`src/design/fp_format_pkg.sv`:
```
// binary32 field layout, datapath widths, special encodings and operand classes
package fp_format_pkg;

	//////////////////////////////////////////////////////////////////////
	// Field widths and exponent constants
	localparam int FP_W     = 32;
	localparam int EXP_W    = 8;
	localparam int FRAC_W   = 23;
	localparam int MANT_W   = FRAC_W + 1;      // Hidden bit included
	localparam int EXP_BIAS = 127;
	localparam int EXP_MAX  = 255;             // All-ones exponent

	// Internal datapath widths
	localparam int ALIGN_W  = MANT_W + 3;      // Mantissa plus guard, round, sticky
	localparam int WIDE_W   = 2 * MANT_W;      // Full product width
	localparam int PAD_W    = WIDE_W - ALIGN_W - 1;  // Zero fill below aligned sums
	localparam int LZ_W     = $clog2(WIDE_W + 1);

	typedef logic [FP_W-1:0]   fp_word_t;
	typedef logic [EXP_W-1:0]  fp_exp_t;
	typedef logic [FRAC_W-1:0] fp_frac_t;
	typedef logic [WIDE_W-1:0] fp_wide_t;

	// Two spare bits, product exponents run from about -171 to 382
	typedef logic signed [EXP_W+1:0] fp_exp_ext_t;

	//////////////////////////////////////////////////////////////////////
	// Special encodings
	localparam fp_word_t FP_INF_MAG = 32'h7f80_0000;  // Infinity, sign bit clear
	localparam fp_word_t FP_QNAN    = 32'h7fc0_0001;  // The one NaN we ever produce

	// Operand classes, denormals land in CLS_ZERO
	typedef enum logic [2:0] {
		CLS_NORMAL,
		CLS_ZERO,
		CLS_INF,
		CLS_QNAN,
		CLS_SNAN
	} fp_class_e;

endpackage

```
`src/design/fpu_ctrl_pkg.sv`:
```
// FPU opcode encoding, status flag bundle and pipeline depth
package fpu_ctrl_pkg;

	// Opcode, code 3 decodes as multiply
	typedef enum logic [1:0] {
		OP_ADD = 2'd0,
		OP_SUB = 2'd1,
		OP_MUL = 2'd2
	} fpu_op_e;

	// Status flags, one bit each
	typedef struct packed {
		logic zero;
		logic inf;
		logic qnan;
		logic snan;
		logic overflow;
	} fpu_flags_t;

	// Capture edge to output edge
	localparam int FPU_LATENCY = 3;

endpackage

```
`src/design/fpu_stage_ifs.sv`:
```
// Stage boundary interfaces: classified operands, aligned and raw datapath bundles
interface fpu_opnd_if
	import fp_format_pkg::*, fpu_ctrl_pkg::*;
();
	fp_word_t  opa;      // Captured operands
	fp_word_t  opb;
	fpu_op_e   op;
	fp_class_e cls_a;    // Per-operand class
	fp_class_e cls_b;
	logic      snan;     // Either operand signaling

	modport cls (output opa, opb, op, cls_a, cls_b, snan);
	modport pre (input opa, opb, op, cls_a, cls_b, snan);
endinterface

interface fpu_align_if
	import fp_format_pkg::*, fpu_ctrl_pkg::*;
();
	fpu_op_e     op;
	fp_wide_t    frac_a;        // Aligned fraction a, or raw sum/product
	fp_wide_t    frac_b;        // Aligned fraction b
	logic        eff_sub;       // Magnitudes subtract
	logic        sign;          // Result sign
	fp_exp_ext_t exp;           // Result exponent before normalization
	logic        special;       // Use special_word instead of datapath
	fp_word_t    special_word;
	logic        snan;

	modport src (output op, frac_a, frac_b, eff_sub, sign, exp, special, special_word, snan);
	modport dst (input op, frac_a, frac_b, eff_sub, sign, exp, special, special_word, snan);
endinterface

```
`src/design/fp_classify.sv`:
```
// Input capture stage with IEEE-754 operand classification and signaling NaN detect
module fp_classify
	import fp_format_pkg::*, fpu_ctrl_pkg::*;
(
	input  logic     fpu_if,
	input  logic     arst_n,
	input  fp_word_t opa,
	input  fp_word_t opb,
	input  fpu_op_e  fpu_op,
	fpu_opnd_if.cls  opnd
);

	// Decode exponent and fraction into a class
	function automatic fp_class_e classify(input fp_word_t w);
		fp_exp_t  e;
		fp_frac_t f;
		e = w[FP_W-2 -: EXP_W];
		f = w[FRAC_W-1:0];
		if (e == '0)
			return CLS_ZERO;                 // Denormals read as zero
		else if (e != fp_exp_t'(EXP_MAX))
			return CLS_NORMAL;
		else if (f == '0)
			return CLS_INF;
		else if (f[FRAC_W-1])
			return CLS_QNAN;                 // MSB of fraction set means quiet
		else
			return CLS_SNAN;
	endfunction

	always_ff @(posedge fpu_if or negedge arst_n) begin
		if (!arst_n) begin
			opnd.opa   <= '0;
			opnd.opb   <= '0;
			opnd.op    <= OP_ADD;
			opnd.cls_a <= CLS_ZERO;
			opnd.cls_b <= CLS_ZERO;
			opnd.snan  <= 1'b0;
		end else begin
			opnd.opa   <= opa;
			opnd.opb   <= opb;
			opnd.op    <= fpu_op;
			opnd.cls_a <= classify(opa);
			opnd.cls_b <= classify(opb);
			opnd.snan  <= (classify(opa) == CLS_SNAN) || (classify(opb) == CLS_SNAN);
		end
	end

endmodule

```
`src/design/fpu_arith.sv`:
```
// Arithmetic stage: aligned fraction add/subtract and 24x24 mantissa multiply
module fpu_arith
	import fp_format_pkg::*, fpu_ctrl_pkg::*;
(
	input  logic     fpu_if,
	input  logic     arst_n,
	fpu_align_if.dst algn,
	fpu_align_if.src raw
);

	logic     is_mul;
	fp_wide_t raw_d;       // Carry or product MSB lands in the top bit

	always_comb begin
		is_mul = (algn.op != OP_ADD) && (algn.op != OP_SUB);
		if (is_mul)
			raw_d = algn.frac_a[MANT_W-1:0] * algn.frac_b[MANT_W-1:0];
		else if (algn.eff_sub)
			raw_d = algn.frac_a - algn.frac_b;   // Ordered, never negative
		else
			raw_d = algn.frac_a + algn.frac_b;
	end

	always_ff @(posedge fpu_if or negedge arst_n) begin
		if (!arst_n) begin
			raw.op           <= OP_ADD;
			raw.frac_a       <= '0;
			raw.frac_b       <= '0;
			raw.eff_sub      <= 1'b0;
			raw.sign         <= 1'b0;
			raw.exp          <= '0;
			raw.special      <= 1'b0;
			raw.special_word <= '0;
			raw.snan         <= 1'b0;
		end else begin
			raw.op           <= algn.op;
			raw.frac_a       <= raw_d;
			raw.frac_b       <= algn.frac_b;
			raw.eff_sub      <= algn.eff_sub;
			raw.sign         <= algn.sign;          // Sign, exponent and specials ride along
			raw.exp          <= algn.exp;
			raw.special      <= algn.special;
			raw.special_word <= algn.special_word;
			raw.snan         <= algn.snan;
		end
	end

endmodule

```
`src/design/fpu_post_norm.sv`:
```
// Post-normalize stage: leading-one shift, round to nearest even, overflow, flush, flags
module fpu_post_norm
	import fp_format_pkg::*, fpu_ctrl_pkg::*;
(
	input  logic       fpu_if,
	input  logic       arst_n,
	fpu_align_if.dst   raw,
	output fp_word_t   result,
	output fpu_flags_t flags
);

	// Count of zeros above the leading one, WIDE_W when empty
	function automatic logic [LZ_W-1:0] lead_zeros(input fp_wide_t v);
		logic [LZ_W-1:0] n;
		logic            found;
		n     = '0;
		found = 1'b0;
		for (int i = WIDE_W - 1; i >= 0; i--) begin
			if (!found && !v[i])
				n = n + 1'b1;
			else
				found = 1'b1;
		end
		return n;
	endfunction

	logic [LZ_W-1:0] lz;
	fp_wide_t        norm;         // Leading one at the top bit
	logic            guard, sticky, round_up;
	logic [MANT_W:0] mant_r;       // Extra bit catches rounding carry
	fp_exp_ext_t     exp_n, exp_f;
	logic            is_zero, ovf, flush;
	fp_word_t        word;
	logic [1:0]      fill;         // Edges since reset, stops at the pipeline depth

	//////////////////////////////////////////////////////////////////////
	// Normalize and round
	always_comb begin
		is_zero  = (raw.frac_a == '0);
		lz       = lead_zeros(raw.frac_a);
		norm     = raw.frac_a << lz;
		guard    = norm[WIDE_W-MANT_W-1];
		sticky   = |norm[WIDE_W-MANT_W-2:0];
		round_up = guard && (sticky || norm[WIDE_W-MANT_W]);   // Ties go to even LSB
		mant_r   = {1'b0, norm[WIDE_W-1 -: MANT_W]} + (MANT_W+1)'(round_up);

		// Top bit of raw weighs 2^1, so one extra step up
		exp_n = raw.exp + fp_exp_ext_t'(1) - fp_exp_ext_t'(lz);
		exp_f = exp_n + fp_exp_ext_t'(mant_r[MANT_W]);          // Rounded up to 2.0

		ovf   = !is_zero && (exp_f >= fp_exp_ext_t'(EXP_MAX));
		flush = is_zero || (exp_f < fp_exp_ext_t'(1));          // Below min normal

		if (raw.special)
			word = raw.special_word;                             // NaN or inf wins
		else if (ovf)
			word = {raw.sign, FP_INF_MAG[FP_W-2:0]};
		else if (flush)
			word = {raw.sign, {(FP_W-1){1'b0}}};
		else
			word = {raw.sign, exp_f[EXP_W-1:0], mant_r[FRAC_W-1:0]};  // Carry leaves frac 0
	end

	//////////////////////////////////////////////////////////////////////
	// Output registers
	always_ff @(posedge fpu_if or negedge arst_n) begin
		if (!arst_n) begin
			result <= '0;
			flags  <= '0;
			fill   <= '0;
		end else begin
			result <= word;
			if (fill != 2'(FPU_LATENCY)) begin
				fill  <= fill + 1'b1;
				flags <= '0;                                // Stages still hold reset contents
			end else begin
				flags.zero     <= (word[FP_W-2:0] == '0);
				flags.inf      <= (word[FP_W-2:0] == FP_INF_MAG[FP_W-2:0]);
				flags.qnan     <= (&word[FP_W-2 -: EXP_W]) && (word[FRAC_W-1:0] != '0);
				flags.snan     <= raw.snan;                 // From classify
				flags.overflow <= ovf && !raw.special;      // inf operand is no overflow
			end
		end
	end

endmodule

```
`src/design/fpu_pre_norm.sv`:
```
// Pre-normalize stage: add/sub alignment, product exponent and sign, special results
module fpu_pre_norm
	import fp_format_pkg::*, fpu_ctrl_pkg::*;
(
	input  logic     fpu_if,
	input  logic     arst_n,
	fpu_opnd_if.pre  opnd,
	fpu_align_if.src algn
);

	logic                        is_mul;
	logic                        sign_a, sign_b;      // sign_b flipped for subtract
	logic [FP_W-2:0]             mag_a, mag_b;        // Zero class forces magnitude 0
	logic                        swap, mag_eq, eff_sub;
	logic [FP_W-2:0]             mag_big, mag_small;
	fp_exp_t                     shift;
	logic [MANT_W-1:0]           mant_a, mant_b, mant_big, mant_small;
	logic [MANT_W+ALIGN_W-1:0]   shifted;
	logic [ALIGN_W-1:0]          aligned;             // Small operand, {mant, g, r, s}
	logic                        inf_a, inf_b, zero_a, zero_b;
	logic                        make_qnan, special;
	logic                        sign_res;
	fp_exp_ext_t                 exp_res;
	fp_wide_t                    frac_a_d, frac_b_d;

	always_comb begin
		is_mul = (opnd.op != OP_ADD) && (opnd.op != OP_SUB);
		zero_a = (opnd.cls_a == CLS_ZERO);
		zero_b = (opnd.cls_b == CLS_ZERO);
		inf_a  = (opnd.cls_a == CLS_INF);
		inf_b  = (opnd.cls_b == CLS_INF);
		sign_a = opnd.opa[FP_W-1];
		sign_b = opnd.opb[FP_W-1] ^ (opnd.op == OP_SUB);
		mag_a  = zero_a ? '0 : opnd.opa[FP_W-2:0];
		mag_b  = zero_b ? '0 : opnd.opb[FP_W-2:0];
		mant_a = {!zero_a, mag_a[FRAC_W-1:0]};           // Hidden bit back in
		mant_b = {!zero_b, mag_b[FRAC_W-1:0]};

		// Order by magnitude
		swap       = (mag_b > mag_a);
		mag_eq     = (mag_a == mag_b);
		eff_sub    = sign_a ^ sign_b;
		mag_big    = swap ? mag_b : mag_a;
		mag_small  = swap ? mag_a : mag_b;
		mant_big   = swap ? mant_b : mant_a;
		mant_small = swap ? mant_a : mant_b;
		shift      = mag_big[FP_W-2 -: EXP_W] - mag_small[FP_W-2 -: EXP_W];

		// Right shift with sticky collection
		shifted = {mant_small, {ALIGN_W{1'b0}}} >> shift;
		if (shift > fp_exp_t'(ALIGN_W - 1))
			aligned = {{(ALIGN_W-1){1'b0}}, |mant_small};  // All of it is sticky
		else
			aligned = {shifted[MANT_W+ALIGN_W-1 -: ALIGN_W-1], |shifted[MANT_W:0]};

		if (is_mul) begin
			sign_res = opnd.opa[FP_W-1] ^ opnd.opb[FP_W-1];
			exp_res  = fp_exp_ext_t'(mag_a[FP_W-2 -: EXP_W]) +
				fp_exp_ext_t'(mag_b[FP_W-2 -: EXP_W]) - fp_exp_ext_t'(EXP_BIAS);
			frac_a_d = {{(WIDE_W-MANT_W){1'b0}}, mant_a};
			frac_b_d = {{(WIDE_W-MANT_W){1'b0}}, mant_b};
		end else begin
			sign_res = (eff_sub && mag_eq) ? 1'b0 : (swap ? sign_b : sign_a); // x-x is +0
			exp_res  = fp_exp_ext_t'(mag_big[FP_W-2 -: EXP_W]);
			frac_a_d = {1'b0, mant_big, 3'b000, {PAD_W{1'b0}}};  // Hidden bit at WIDE_W-2
			frac_b_d = {1'b0, aligned, {PAD_W{1'b0}}};
		end

		// Special results decided here only
		make_qnan = (opnd.cls_a inside {CLS_QNAN, CLS_SNAN}) ||
			(opnd.cls_b inside {CLS_QNAN, CLS_SNAN}) ||
			(!is_mul && inf_a && inf_b && eff_sub) ||              // inf - inf
			(is_mul && ((inf_a && zero_b) || (zero_a && inf_b)));  // inf * 0
		special = make_qnan || inf_a || inf_b;
	end

	always_ff @(posedge fpu_if or negedge arst_n) begin
		if (!arst_n) begin
			algn.op           <= OP_ADD;
			algn.frac_a       <= '0;
			algn.frac_b       <= '0;
			algn.eff_sub      <= 1'b0;
			algn.sign         <= 1'b0;
			algn.exp          <= '0;
			algn.special      <= 1'b0;
			algn.special_word <= '0;
			algn.snan         <= 1'b0;
		end else begin
			algn.op           <= opnd.op;
			algn.frac_a       <= frac_a_d;
			algn.frac_b       <= frac_b_d;
			algn.eff_sub      <= !is_mul && eff_sub;
			algn.sign         <= sign_res;
			algn.exp          <= exp_res;
			algn.special      <= special;
			algn.special_word <= make_qnan ? FP_QNAN : {sign_res, FP_INF_MAG[FP_W-2:0]};
			algn.snan         <= opnd.snan;
		end
	end

endmodule

```
`src/design/fpu_top.sv`:
```
// FPU top level: four-stage add/sub/mul pipeline with plain ports
module fpu_top
	import fp_format_pkg::*, fpu_ctrl_pkg::*;
(
	input  logic       fpu_if,     // Clock
	input  logic       arst_n,
	input  fp_word_t   opa,
	input  fp_word_t   opb,
	input  fpu_op_e    fpu_op,
	output fp_word_t   result,     // Three cycles after capture
	output fpu_flags_t flags
);

	fpu_opnd_if  opnd ();          // classify -> pre-norm
	fpu_align_if algn ();          // pre-norm -> arith
	fpu_align_if raw ();           // arith -> post-norm

	fp_classify u_classify (
		.fpu_if (fpu_if),
		.arst_n (arst_n),
		.opa    (opa),
		.opb    (opb),
		.fpu_op (fpu_op),
		.opnd   (opnd.cls)
	);

	fpu_pre_norm u_pre_norm (.fpu_if(fpu_if), .arst_n(arst_n), .opnd(opnd.pre), .algn(algn.src));

	fpu_arith u_arith (.fpu_if(fpu_if), .arst_n(arst_n), .algn(algn.dst), .raw(raw.src));

	fpu_post_norm u_post_norm (
		.fpu_if (fpu_if),
		.arst_n (arst_n),
		.raw    (raw.dst),
		.result (result),
		.flags  (flags)
	);

endmodule

```
`config.mk`:
```
export PLATFORM = sky130hd
export DESIGN_NAME = fpu_top
export DESIGN_NICKNAME = d
export VERILOG_FILES = /design/src/design/fp_format_pkg.sv /design/src/design/fpu_ctrl_pkg.sv /design/src/design/fpu_stage_ifs.sv /design/src/design/fp_classify.sv /design/src/design/fpu_arith.sv /design/src/design/fpu_post_norm.sv /design/src/design/fpu_pre_norm.sv /design/src/design/fpu_top.sv
export SDC_FILE = /design/constraint.sdc
export NUM_CORES = 2
export LEC_CHECK = 0
export ABC_AREA = 1
export BUFFER_PORTS_ARGS = -buffer_cell sky130_fd_sc_hd__clkbuf_2
export CORE_MARGIN = 2
export CORE_UTILIZATION = 66
export DETAILED_ROUTE_END_ITERATION = 6
export PLACE_DENSITY = 0.83
export SLEW_MARGIN = 20
export SYNTH_ARGS = -nofsm -noshare
export SYNTH_HDL_FRONTEND = slang
export SYNTH_SLANG_ARGS = --single-unit
```
`constraint.sdc`:
```
create_clock -name fpu_if -period 37.6 [get_ports fpu_if]
set_clock_uncertainty 0.1 [all_clocks]
set_input_delay 0 -clock fpu_if [delete_from_list [all_inputs] [get_ports fpu_if]]
set_output_delay 0 -clock fpu_if [all_outputs]
set_load 0.02 [all_outputs]
```
==> results.toml <==
[outcome]
status = "finished, final reports clean"

[cells_and_area]
stdcell_count = 7516
layout-area-overhead-vs-synth_pct = 8.02
drive_gt1_share_pct = 5.92
mostFrequentLayoutCells = "nand2_1 (1823), inv_1 (1342), fa_1 (486), nor2_1 (442), nand3_1 (427)"
final_nets = 7491
final_common_cell = "nand2_1"

[drt]
post_drt_via_cell_ratio = 5.73
via_count = 43100
drt_iter0_markers = 3922
drcViolationCount = 0
ant_nets = 0
avgRoutedWirePerCell_microns = 18.5
drt_wl_total_microns = 139000
first_pass_iters = 7

[synthesis]
synth_edf_count = 0
synthArstFlopShare_pct = 100
syn_avg_cell_area_sq_um = 6.89
synth_fp_nets = 7389
syn_area_sq_um = 44800
yosysSeqAreaShare_pct = 16.1
synth-main-ff-cell = "dfrtp_1"
ys_ff_latch = 288
synth-warning-count = 0
synthCells = 6511
synth.distinct_cells = 59

[pwr]
finalPower_w = 0.00302
power_density_nw_per_um2 = 62.3
leakagePower_nw = 27.7
vdd_drop_max_v = 0.0000560

[cts]
cts_tree = "built"
cts_root_buffer = "clkbuf_16"
ctsHtreeMaxLevel = 1
holdBufCountCts = 135
cts.path.max_buffers = 3
cts.clk_slew.worst_paths_ps = 70
cts_resized = 0
cts_buffers = 31
clock_latency_ps = 650
cts_setup_buffers = 0
clock_sinks = 288

[worst_setup_path]
critPathMaxFanout = 27
worstPathRequired_ps = 38020
critPathCaptureType = "register"
slowest_stage = "nand2_2"
crit_type = "register to register"
cp_common_cell = "nand2_1"
ff2ff_setup_slack_ps = 3990
slowest_delay_ps = 540
crit_path_start_kind = "register"
arrival_ps = 34030

[global_route]
grt_overflow_total = 0
grt_usage_pct = 40.3
grt_pass1_wl_microns = 222000
grt_max_degree = 86
grt_pass1_vias = 42800
antenna_found_initial = 10

[floorplanning]
core_sq_um = 67300
die_x_microns = 265
die_height_microns = 265
initial_core_util_pct = 66.7
die-area_sq_um = 70000
row_count = 95
io_pins = 105

[sta]
max_slew_margin_pct = 31.8
hold_viol = 0
layout_min_cycle_time_ps = 33610
setup_violations = 0
max_freq_mhz = 29.8
slew_viol_final = 0
tightest_slew_ps = 1020
period_share_pct = 89.4
setup-tns-final_ps = 0
rsz0062_at_grt = "false"

[place]
hpwl_microns = 97900
routabilityCongestion = 1.00
portBuffers = 104
numPlacedInstances = 7318

[worst_hold_path]
holdCritPathClass = "input port to register"

[flow_run]
max-cap-violations = 0
worst max-delay path, delay by kind of cell (launching register included):
family / cells / cell delay [ps]
simple gates: 102 / 13850
compound gates: 17 / 3370
flops: 1 / 410
fa+ha+maj: 49 / 13110
buf+inv: 39 / 2580
cells in the mapped netlist, types with 15 or more instances:
cell type  instances  area, sq um
nand4_1           44          275
clkbuf_1         151          567
nor2_4            31          349
fa_1             486         9730
xnor2_1           54          473
o21ai_1           57          285
o211ai_1          35          263
nand3_1          427         2140
ha_1             324         4050
o21bai_1          22          165
xor2_1            92          806
nor2_1           442         1660
nand2_2           16          100
inv_1           1342         5040
buf_2             30          150
nor3_1            45          225
buf_1             33          124
a21oi_1          212         1060
o21ai_0          282         1410
nand2_1         1823         6840
inv_2             52          195
dfrtp_1          286         7160
nand3b_1          15          113
nor4_1            24          150
or2_2             28          175
cell families after synthesis:
group                    Yosys count  share of synthesized area, %
buffers and inverters           1636                          14.0
XOR/XNOR                         148                          2.92
flip-flops                       288                          16.1
multiplexers                       4                        0.0893
AND/OR/NAND/NOR                 2949                          27.9
AO/OA/AOI/OAI                    675                          8.21
other                              1                       0.00836
adder cells (fa/ha/maj)          810                          30.7
sequential cells by signal (all words and copies together) (netlist names), 5 cells and up:
register	cells
u_classify.opnd.opb	32
u_pre_norm.algn.frac_b	47
u_post_norm.flags	5
u_post_norm.result	32
u_pre_norm.algn.frac_a	47
u_classify.opnd.opa	32
u_pre_norm.algn.exp	10
u_arith.raw.exp	10
u_arith.raw.frac_a	48
layer usage:
layer | up-vias | part of all wire [%] | routed length, microns | global-route usage, %
li1 | 20000 | - | - | -
met1 | 19900 | 37 | 50900 | 49.2
met2 | 2422 | 45 | 62500 | 64.7
met3 | 746 | 11 | 15200 | 10.4
met4 | 2 | 7.5 | 10500 | 23.9
met5 | - | 0.010 | 14 | 0
cell type report:
type / count / area, sq um
Inverter: 1402 / 5260
Clock inverter: 19 / 285
Fill cell: 5333 / 18800
Sequential cell: 288 / 7210
Antenna cell: 6 / 15.0
Tap cell: 873 / 1090
Timing Repair Buffer: 303 / 2380
Multi-Input combinational cell: 4587 / 31400
Clock buffer: 38 / 832
path summary, 6_finish.rpt:
path / from / end / cells after the start
max reg2reg: u_arith.raw.frac_a[45] / u_post_norm.flags[2] / 207
min reg2reg: u_pre_norm.algn.special / u_arith.raw.special / 0
max in group asynchronous: arst_n / u_pre_norm.algn.frac_b[7] / 4
min: opa[26] / u_classify.opnd.cls_a[0] / 5
max: u_arith.raw.frac_a[45] / u_post_norm.flags[2] / 207
min in group asynchronous: arst_n / u_post_norm.result[27] / 4
report_power, final:
part	total, W	internal [W]	switching (W)	leakage [nW]
sequential	0.000423	0.000366	0.0000575	3.58
clock	0.000346	0.000200	0.000145	0.554
combinational	0.00225	0.000738	0.00151	23.6
total	0.00302	0.00130	0.00171	27.7
metrics by stage:
| stage | hold slack (ps) | util (%) | worst slack [ps] | cell area [sq um] |
|---|---|---|---|---|
| floorplan | -396 | - | 7500 | 44800 |
| global placement | -81.4 | 68.3 | 5430 | 45900 |
| detailed placement | -73.8 | 68.3 | 4250 | 45900 |
| CTS | 91.5 | 72.0 | 4200 | 48400 |
| global route | 172 | 72.0 | 1280 | 48400 |
| finish | 132 | 72.0 | 3990 | 48400 |
(Power assumes the default switching activity.)
